$ cat src/common/vec_csr_pkg.sv
package vec_csr_pkg;

    //////////////////////////////////////////////////
    // widths
    //////////////////////////////////////////////////

    localparam int unsigned xlen    = 32;   // scalar register width
    localparam int unsigned vlen    = 512;  // bits per vector register
    localparam int unsigned mul_w   = 4;    // lmul / emul value, up to 8
    localparam int unsigned ew_w    = 7;    // sew / eew value, up to 64
    localparam int unsigned vlmax_w = 10;   // vlmax value, up to 512

    //////////////////////////////////////////////////
    // instruction fields
    //////////////////////////////////////////////////

    typedef enum logic [6:0] {
        opc_system = 7'h73
    } opcode_e;

    typedef enum logic [2:0] {
        csrrw  = 3'b001,
        csrrs  = 3'b010,
        csrrc  = 3'b011,
        csrrwi = 3'b101,
        csrrsi = 3'b110,
        csrrci = 3'b111
    } csr_funct_e;

    typedef enum logic [11:0] {
        csr_vstart = 12'h008,
        csr_vl     = 12'hC20,
        csr_vtype  = 12'hC21
    } csr_addr_e;

    //////////////////////////////////////////////////
    // vtype encodings, 4..7 reserved
    //////////////////////////////////////////////////

    typedef enum logic [2:0] {
        lmul_1 = 3'd0,
        lmul_2 = 3'd1,
        lmul_4 = 3'd2,
        lmul_8 = 3'd3
    } vlmul_e;

    typedef enum logic [2:0] {
        ew8  = 3'd0,
        ew16 = 3'd1,
        ew32 = 3'd2,
        ew64 = 3'd3
    } vsew_e;

    // log2 of lmul, reserved falls back to lmul 1
    function automatic logic [2:0] lmul_log2(vlmul_e enc);
        case (enc)
            lmul_2:  return 3'd1;
            lmul_4:  return 3'd2;
            lmul_8:  return 3'd3;
            default: return 3'd0;
        endcase
    endfunction

    // log2 of sew, reserved falls back to 32
    function automatic logic [2:0] sew_log2(vsew_e enc);
        case (enc)
            ew8:     return 3'd3;
            ew16:    return 3'd4;
            ew64:    return 3'd6;
            default: return 3'd5;
        endcase
    endfunction

endpackage

$ cat src/vtype/vtype_config_reg.sv
`timescale 1ns/100ps

module vtype_config_reg
    import vec_csr_pkg::*;
(
    input  logic             clk,
    input  logic             n_rst,
    input  logic             csrwr_en,
    input  logic [xlen-1:0]  scalar1,
    input  logic [xlen-1:0]  scalar2,
    output vlmul_e           vtype_vlmul,
    output vsew_e            vtype_vsew,
    output logic             vtype_vta,
    output logic             vtype_vma,
    output logic             vtype_ill,
    output logic [xlen-1:0]  vl_q,
    output logic             csr_done
);

    logic csrwr_en_d;   // csrwr_en one cycle late
    logic cfg_wr;

    // one write per low-to-high transition of csrwr_en
    assign cfg_wr = csrwr_en & ~csrwr_en_d;

    always_ff @(posedge clk or negedge n_rst) begin
        if (!n_rst) begin
            csrwr_en_d <= 1'b0;
        end else begin
            csrwr_en_d <= csrwr_en;
        end
    end

    //////////////////////////////////////////////////
    // vtype and vl capture
    //////////////////////////////////////////////////

    always_ff @(posedge clk or negedge n_rst) begin
        if (!n_rst) begin
            vtype_ill   <= 1'b1;    // no valid config until first vsetvl
            vtype_vma   <= 1'b0;
            vtype_vta   <= 1'b0;
            vtype_vsew  <= ew8;
            vtype_vlmul <= lmul_1;
            vl_q        <= '0;
            csr_done    <= 1'b0;
        end else begin
            csr_done <= cfg_wr;     // single-cycle pulse
            if (cfg_wr) begin
                vtype_ill   <= 1'b0;
                vtype_vma   <= scalar2[7];
                vtype_vta   <= scalar2[6];
                vtype_vsew  <= vsew_e'(scalar2[5:3]);
                vtype_vlmul <= vlmul_e'(scalar2[2:0]);
                vl_q        <= scalar1;
            end
        end
    end

endmodule

$ cat src/vtype/vtype_decoder.sv
`timescale 1ns/100ps

module vtype_decoder
    import vec_csr_pkg::*;
(
    input  vlmul_e              vtype_vlmul,
    input  vsew_e               vtype_vsew,
    output logic [mul_w-1:0]    vlmul,
    output logic [ew_w-1:0]     sew,
    output logic [vlmax_w-1:0]  vlmax
);

    logic [2:0]  lmul_sh;   // log2 lmul, 0..3
    logic [2:0]  sew_sh;    // log2 sew, 3..6
    logic [31:0] elems;     // elements per register at this sew

    //////////////////////////////////////////////////
    // encoding to numeric values
    //////////////////////////////////////////////////

    // reserved codes already mapped to lmul 1 / sew 32 by the helpers
    assign lmul_sh = lmul_log2(vtype_vlmul);
    assign sew_sh  = sew_log2(vtype_vsew);

    assign vlmul = mul_w'(1) << lmul_sh;
    assign sew   = ew_w'(1) << sew_sh;

    //////////////////////////////////////////////////
    // vlmax = vlen / sew * lmul
    //////////////////////////////////////////////////

    // vlen and sew are powers of two, so both steps are plain shifts
    assign elems = vlen >> sew_sh;

    // widest case is 512 / 8 * 8, still inside vlmax_w
    assign vlmax = vlmax_w'(elems << lmul_sh);

endmodule

$ cat src/design/mem_elem_decoder.sv
`timescale 1ns/100ps

module mem_elem_decoder
    import vec_csr_pkg::*;
(
    input  logic                mew,
    input  logic [2:0]          width,
    input  vlmul_e              vtype_vlmul,
    input  vsew_e               vtype_vsew,
    output logic [ew_w-1:0]     eew,
    output logic [mul_w-1:0]    emul,
    output logic [vlmax_w-1:0]  e_vlmax
);

    logic [2:0]  eew_sh;    // log2 eew
    logic [2:0]  lmul_sh;
    logic [2:0]  sew_sh;
    logic [3:0]  ratio_sum; // log2(eew * lmul)
    logic [1:0]  emul_sh;   // log2 emul, 0..3

    //////////////////////////////////////////////////
    // memory element width
    //////////////////////////////////////////////////

    always_comb begin
        case ({mew, width})
            4'b0000: eew_sh = 3'd3;     // 8
            4'b0101: eew_sh = 3'd4;     // 16
            4'b0110: eew_sh = 3'd5;     // 32
            4'b0111: eew_sh = 3'd6;     // 64
            default: eew_sh = 3'd5;
        endcase
    end

    assign eew = ew_w'(1) << eew_sh;

    //////////////////////////////////////////////////
    // emul = eew * lmul / sew
    //////////////////////////////////////////////////

    assign lmul_sh   = lmul_log2(vtype_vlmul);
    assign sew_sh    = sew_log2(vtype_vsew);
    assign ratio_sum = {1'b0, eew_sh} + {1'b0, lmul_sh};

    // fractional or above 8 collapses to emul 1
    always_comb begin
        if (ratio_sum >= {1'b0, sew_sh} && ratio_sum <= {1'b0, sew_sh} + 4'd3) begin
            emul_sh = 2'(ratio_sum - {1'b0, sew_sh});
        end else begin
            emul_sh = 2'd0;
        end
    end

    assign emul = mul_w'(1) << emul_sh;

    // effective vlmax, peaks at 64 * 8
    assign e_vlmax = vlmax_w'((vlen >> eew_sh) << emul_sh);

endmodule

$ cat src/design/csr_access_unit.sv
`timescale 1ns/100ps

module csr_access_unit
    import vec_csr_pkg::*;
(
    input  logic             clk,
    input  logic             n_rst,
    input  logic             csr_en,
    input  logic [xlen-1:0]  inst,
    input  logic [xlen-1:0]  scalar1,
    input  vlmul_e           vtype_vlmul,
    input  vsew_e            vtype_vsew,
    input  logic             vtype_vta,
    input  logic             vtype_vma,
    input  logic             vtype_ill,
    input  logic [xlen-1:0]  vl_q,
    output logic [xlen-1:0]  csr_out,
    output logic             csr_illegal,
    output logic [xlen-1:0]  start_element
);

    opcode_e         opcode;
    csr_funct_e      funct3;
    logic [4:0]      rs1_field;
    csr_addr_e       csr_addr;

    logic            funct_ok;      // one of the six csr forms
    logic            read_only_ok;  // set/clear with rs1 = x0
    logic [xlen-1:0] vtype_word;
    logic [xlen-1:0] vstart_q;
    logic [xlen-1:0] vstart_d;
    logic            vstart_wr;

    //////////////////////////////////////////////////
    // instruction fields
    //////////////////////////////////////////////////

    assign opcode    = opcode_e'(inst[6:0]);
    assign funct3    = csr_funct_e'(inst[14:12]);
    assign rs1_field = inst[19:15];
    assign csr_addr  = csr_addr_e'(inst[31:20]);

    assign funct_ok = (funct3 == csrrw)  || (funct3 == csrrs)  || (funct3 == csrrc) ||
                      (funct3 == csrrwi) || (funct3 == csrrsi) || (funct3 == csrrci);

    // vl and vtype only readable through forms that leave the csr untouched
    assign read_only_ok = (funct3 != csrrw) && (funct3 != csrrwi) && (rs1_field == 5'd0);

    // ill | zeros | vma vta vsew vlmul
    assign vtype_word = {vtype_ill, {(xlen-9){1'b0}}, vtype_vma, vtype_vta,
                         vtype_vsew, vtype_vlmul};

    //////////////////////////////////////////////////
    // decode and read mux
    //////////////////////////////////////////////////

    always_comb begin
        csr_out     = '0;
        csr_illegal = 1'b0;
        vstart_wr   = 1'b0;
        vstart_d    = vstart_q;

        if (csr_en) begin
            if (opcode != opc_system || !funct_ok) begin
                csr_illegal = 1'b1;
            end else begin
                case (csr_addr)
                    csr_vstart: begin
                        csr_out   = vstart_q;   // old value back to rd
                        vstart_wr = 1'b1;
                        case (funct3)
                            csrrs, csrrsi: vstart_d = vstart_q | scalar1;
                            csrrc, csrrci: vstart_d = vstart_q & ~scalar1;
                            default:       vstart_d = scalar1;
                        endcase
                    end
                    csr_vl: begin
                        if (read_only_ok) csr_out = vl_q;
                        else csr_illegal = 1'b1;
                    end
                    csr_vtype: begin
                        if (read_only_ok) csr_out = vtype_word;
                        else csr_illegal = 1'b1;
                    end
                    default: csr_illegal = 1'b1;
                endcase
            end
        end
    end

    //////////////////////////////////////////////////
    // vstart
    //////////////////////////////////////////////////

    always_ff @(posedge clk or negedge n_rst) begin
        if (!n_rst) begin
            vstart_q <= '0;
        end else if (vstart_wr) begin   // legal access only
            vstart_q <= vstart_d;
        end
    end

    assign start_element = vstart_q;

endmodule

$ cat src/design/vec_csr_regfile.sv
`timescale 1ns/100ps

module vec_csr_regfile
    import vec_csr_pkg::*;
(
    input  logic                clk,
    input  logic                n_rst,
    // scalar core side
    input  logic [xlen-1:0]     inst,
    input  logic                csr_en,
    input  logic [xlen-1:0]     scalar1,    // avl / vstart operand
    input  logic [xlen-1:0]     scalar2,    // new vtype
    input  logic                mew,
    input  logic [2:0]          width,
    input  logic                csrwr_en,
    output logic [xlen-1:0]     csr_out,
    output logic                csr_illegal,
    // decoded configuration
    output logic [mul_w-1:0]    vlmul,
    output logic [mul_w-1:0]    emul,
    output logic [ew_w-1:0]     sew,
    output logic [ew_w-1:0]     eew,
    output logic [vlmax_w-1:0]  vlmax,
    output logic [vlmax_w-1:0]  e_vlmax,
    output logic                tail_agnostic,
    output logic                mask_agnostic,
    output logic [xlen-1:0]     vec_length,
    output logic [xlen-1:0]     start_element,
    output logic                csr_done
);

    vlmul_e vtype_vlmul;
    vsew_e  vtype_vsew;
    logic   vtype_ill;

    // vta, vma and vl go straight out and are shared with the access unit
    vtype_config_reg u_config (
        .clk         (clk),
        .n_rst       (n_rst),
        .csrwr_en    (csrwr_en),
        .scalar1     (scalar1),
        .scalar2     (scalar2),
        .vtype_vlmul (vtype_vlmul),
        .vtype_vsew  (vtype_vsew),
        .vtype_vta   (tail_agnostic),
        .vtype_vma   (mask_agnostic),
        .vtype_ill   (vtype_ill),
        .vl_q        (vec_length),
        .csr_done    (csr_done)
    );

    vtype_decoder u_vtype_dec (
        .vtype_vlmul (vtype_vlmul),
        .vtype_vsew  (vtype_vsew),
        .vlmul       (vlmul),
        .sew         (sew),
        .vlmax       (vlmax)
    );

    mem_elem_decoder u_mem_dec (
        .mew         (mew),
        .width       (width),
        .vtype_vlmul (vtype_vlmul),
        .vtype_vsew  (vtype_vsew),
        .eew         (eew),
        .emul        (emul),
        .e_vlmax     (e_vlmax)
    );

    csr_access_unit u_csr (
        .clk           (clk),
        .n_rst         (n_rst),
        .csr_en        (csr_en),
        .inst          (inst),
        .scalar1       (scalar1),
        .vtype_vlmul   (vtype_vlmul),
        .vtype_vsew    (vtype_vsew),
        .vtype_vta     (tail_agnostic),
        .vtype_vma     (mask_agnostic),
        .vtype_ill     (vtype_ill),
        .vl_q          (vec_length),
        .csr_out       (csr_out),
        .csr_illegal   (csr_illegal),
        .start_element (start_element)
    );

endmodule

$ cat config.mk
export PLATFORM = sky130hd
export DESIGN_NAME = vec_csr_regfile
export DESIGN_NICKNAME = d
export VERILOG_FILES = /design/src/common/vec_csr_pkg.sv /design/src/vtype/vtype_config_reg.sv /design/src/vtype/vtype_decoder.sv /design/src/design/mem_elem_decoder.sv /design/src/design/csr_access_unit.sv /design/src/design/vec_csr_regfile.sv
export SDC_FILE = /design/constraint.sdc
export NUM_CORES = 1
export LEC_CHECK = 0
export BUFFER_PORTS_ARGS = -buffer_cell sky130_fd_sc_hd__buf_4
export CAP_MARGIN = 15
export CORE_MARGIN = 8
export CORE_UTILIZATION = 40
export CTS_CLUSTER_SIZE = 30
export DETAILED_ROUTE_END_ITERATION = 12
export PLACE_DENSITY = 0.77
export SKIP_CTS_REPAIR_TIMING = 1
export SYNTH_ARGS = -nofsm -noshare
export SYNTH_HDL_FRONTEND = slang
export SYNTH_SLANG_ARGS = --single-unit
$ cat constraint.sdc
create_clock -name clk -period 10.1 [get_ports clk]
set_input_delay 2.02 -clock clk [delete_from_list [all_inputs] [get_ports clk]]
set_output_delay 2.02 -clock clk [all_outputs]
set_load 0.1 [all_outputs]
==> metrics.md <==
| Metric | Value |
|---|---|
| Buf/Inv on CP | 4 |
| Post-route ant nets | 0 |
| Crit path required time | 8080 ps |
| Worst-path clk slew | 80 ps |
| Via count of the first global-routing pass | 4465 |
| Slowest Stage Delay on Critical Path | 580 ps |
| DP Area | 5820 um^2 |
| Worst Tran Pin Value | 1030 ps |
| Max transition margin | 31.4% |
| Synth cell count leaders | dfrtp_1 (74), nor2_1 (59), mux2_2 (39), o21ai_0 (39), a22o_1 (32) |
| NetSw | 0.617 mW |
| Initial antenna violation count | 0 |
| Post-synth ARST share | 100% |
| Cts bufs inserted | 9 |
| Area growth syn-to-layout | 40.9% |
| Drt first pass iters | 5 |
| Largest area contributor in the netlist | dfrtp_1 |
| Hold Crit Class | reg -> reg |
| Number of flops mapped to enable cells by yosys | 0 |
| H-tree depth | 3 |
| Final nets | 734 |
| Max FO, Critical Path | 13 |
| Vias | 4245 |
| CTS sink cnt | 75 |
| Period utilisation layout | 76.6% |
| CTS Buffer Depth | 2 |
| Total Power | 1.19 mW |
| CTS tree | yes |
| Hold Fails Final Rpt | 0 |
| Synthesized instance count | 434 |
| Top-Level Pins | 246 |
| Critical-path cell list | buf_4, and3b_1, nand2_1, nand2_1, inv_1, fa_1, inv_1, ha_1, nor2b_1, a2bb2oi_1, maj3_1, a211o_1, or3_1, a22oi_1, buf_4 |
| Post-DP HPWL | 10.9 mm |
| Clk pwr share | 20.3% |
| Clk_lat worst skew | 350 ps |
| Setup-failing EPs final | 0 |
| Sequential fraction of the synthesis area | 43.9% |
| Hold wc startpoint | u_config.vtype_ill |
| P_int | 0.576 mW |
| Top cell type's share of synthesized area | 43.3% |
| Initial Util | 41.2% |
| CORE AREA | 10400 um^2 |
| Flip-flop and latch count after synthesis | 75 |
| Maximum vdd drop | 0.246 mV |
| CP delay by family, top | adder cells |
| Critical Path Start | mew |
| Fmax | 0.129 GHz |
| Die area | 14300 um^2 |
| Count of cell types in the netlist | 53 |
| Crit path kind | in -> out |
| Port bufs | 203 |
| Vias per cell | 5.57 |
| Post-synth top flop | dfrtp_1 |
| Final slew viol count | 0 |
| Iteration-0 DRC count of the detailed router | 260 |
| PD cells | 198 nW/um^2 |
| Min cycle time layout | 7730 ps |
| Part of the power in registers | 29.4% |
| Root buf cell | clkbuf_8 |
| Critical Path AT | 5710 ps |
| Sw Share | 51.7% |
| Fin Hold WS | 488 ps |
| Final instance area | 6030 um^2 |
| Share of layout cells above drive strength 1 | 43.1% |
| Largest net degree at the start of global routing | 76 |
| Die span in y | 119 um |
| WL final | 15.0 mm |
| GP Congestion | 0.840 |
| Mapped cell area | 4280 um^2 |
| First-pass GRT wire length | 23.9 mm |
| Crit-path slowest cell | fa_1 |
| Startpoint Class | input pin |
| Crit end category | output pin |
| Count leader, synth | dfrtp_1 |
| Congestion Overflow GR | 0 |
| Die extent in x | 119 um |
| Setup tns final | 0 ps |
| Mean routed wirelength per cell | 19.6 um |
| DRC | 0 |
| Number of max-cap violations | 0 |
| Syn Area/Cell | 9.85 um^2 |
| Diode count | 0 |
| Comb power frac | 50.3% |
| Std cell rows | 37 |
| Reg-to-reg startpoint | u_config.csrwr_en_d |
| Run status | completed |
| Clock Skew | 13.8 ps |
| P_leak | 2.87 nW |
| Largest cells by area after synthesis | dfrtp_1 (43%), mux2_2 (10%), a22o_1 (6.6%), nor2_1 (5.2%), o21ai_0 (4.6%) |
| Synth warn | 0 |
| RSZ-0062 raised after global routing | no |
| Total global-route track usage | 20.8% |
-- flip-flops by register name, summed over array words and instances (netlist names) --
signal and count:
u_config.vl_q 32, u_config.vtype_vsew 3, u_config.vtype_vta 1, u_config.vtype_vma 1, u_config.csrwr_en_d 1, u_config.vtype_vlmul 3
u_csr.start_element 32, u_config.vtype_ill 1, u_config.csr_done 1
-- power groups by stage --
stage               Clock (mW)  Combinational (mW)  Sequential [mW]
finish                   0.242               0.600            0.351
floorplan                    0               0.326            0.495
global placement             0               0.593            0.354
CTS                      0.251               0.601            0.350
detailed placement           0               0.600            0.356
global route             0.260               0.628            0.354
-- cell usage in the layout (no fill, tap or decap), types with 2 or more instances in the layout --
master / count
a211o_1: 2
a21o_1: 2
a21oi_1: 8
a222oi_1: 9
a22o_1: 32
a22oi_1: 24
a32oi_1: 2
and2_1: 4
and3_1: 2
buf_4: 208
clkbuf_8: 9
clkinv_4: 3
conb_1: 12
dfrtp_1: 74
fa_1: 2
ha_1: 7
inv_1: 18
mux2_2: 39
nand2_1: 12
nand2b_1: 4
nand3_1: 5
nand4_1: 2
nor2_1: 59
nor2b_1: 3
nor3_1: 6
o21ai_0: 39
o22ai_1: 2
or2_1: 2
or3_1: 6
xnor2_1: 2
-- layout make-up --
cell class                      count  area [um^2]
Sequential cell                    75         1880
Clock buffer                        9          124
Clock inverter                      7         83.8
Inverter                           19         71.3
Fill cell                         869         4340
Tap cell                          136          170
Multi-Input combinational cell    308         2140
Timing Repair Buffer              208         1560
-- cells by family after synthesis --
logic type	share of synthesized area (%)
mux	10.3
flops	43.9
other cells	0.0877
simple gates	13.0
buf+inv	7.26
xor+xnor	0.615
fa+ha+maj	3.22
compound gates	21.6
-- final timing paths --
path                       slack, ps  depth (start not counted)                     end
max                             2370                         15              e_vlmax[6]
min                              490                          1      u_config.vtype_ill
min in group asynchronous       1810                          1       u_config.vl_q[13]
max reg2reg                     8310                          3       u_config.vl_q[31]
min reg2reg                      490                          1      u_config.vtype_ill
max in group asynchronous       7650                          1  u_csr.start_element[3]
-- metal layers --
metal  global-route usage, %  vias up  wire, um
met1                    25.2     2042      6230
met5                       0        -         0
met3                    7.42       20      1590
li1                        -     1930         -
met4                    7.81        0       263
met2                    33.3      253      6880
-- through the flow --
stage / utilization (%) / instances / setup slack, ps
3_5_place_dp: 56.1 / 746 / 2400
2_1_floorplan: - / 445 / 22.8
6_report: 58.1 / 762 / 2370
3_3_place_gp: 56.1 / 746 / 2460
4_1_cts: 58.1 / 762 / 2380
5_1_grt: 58.1 / 762 / 2120
Note: power is estimated with default switching activity, not from simulation.
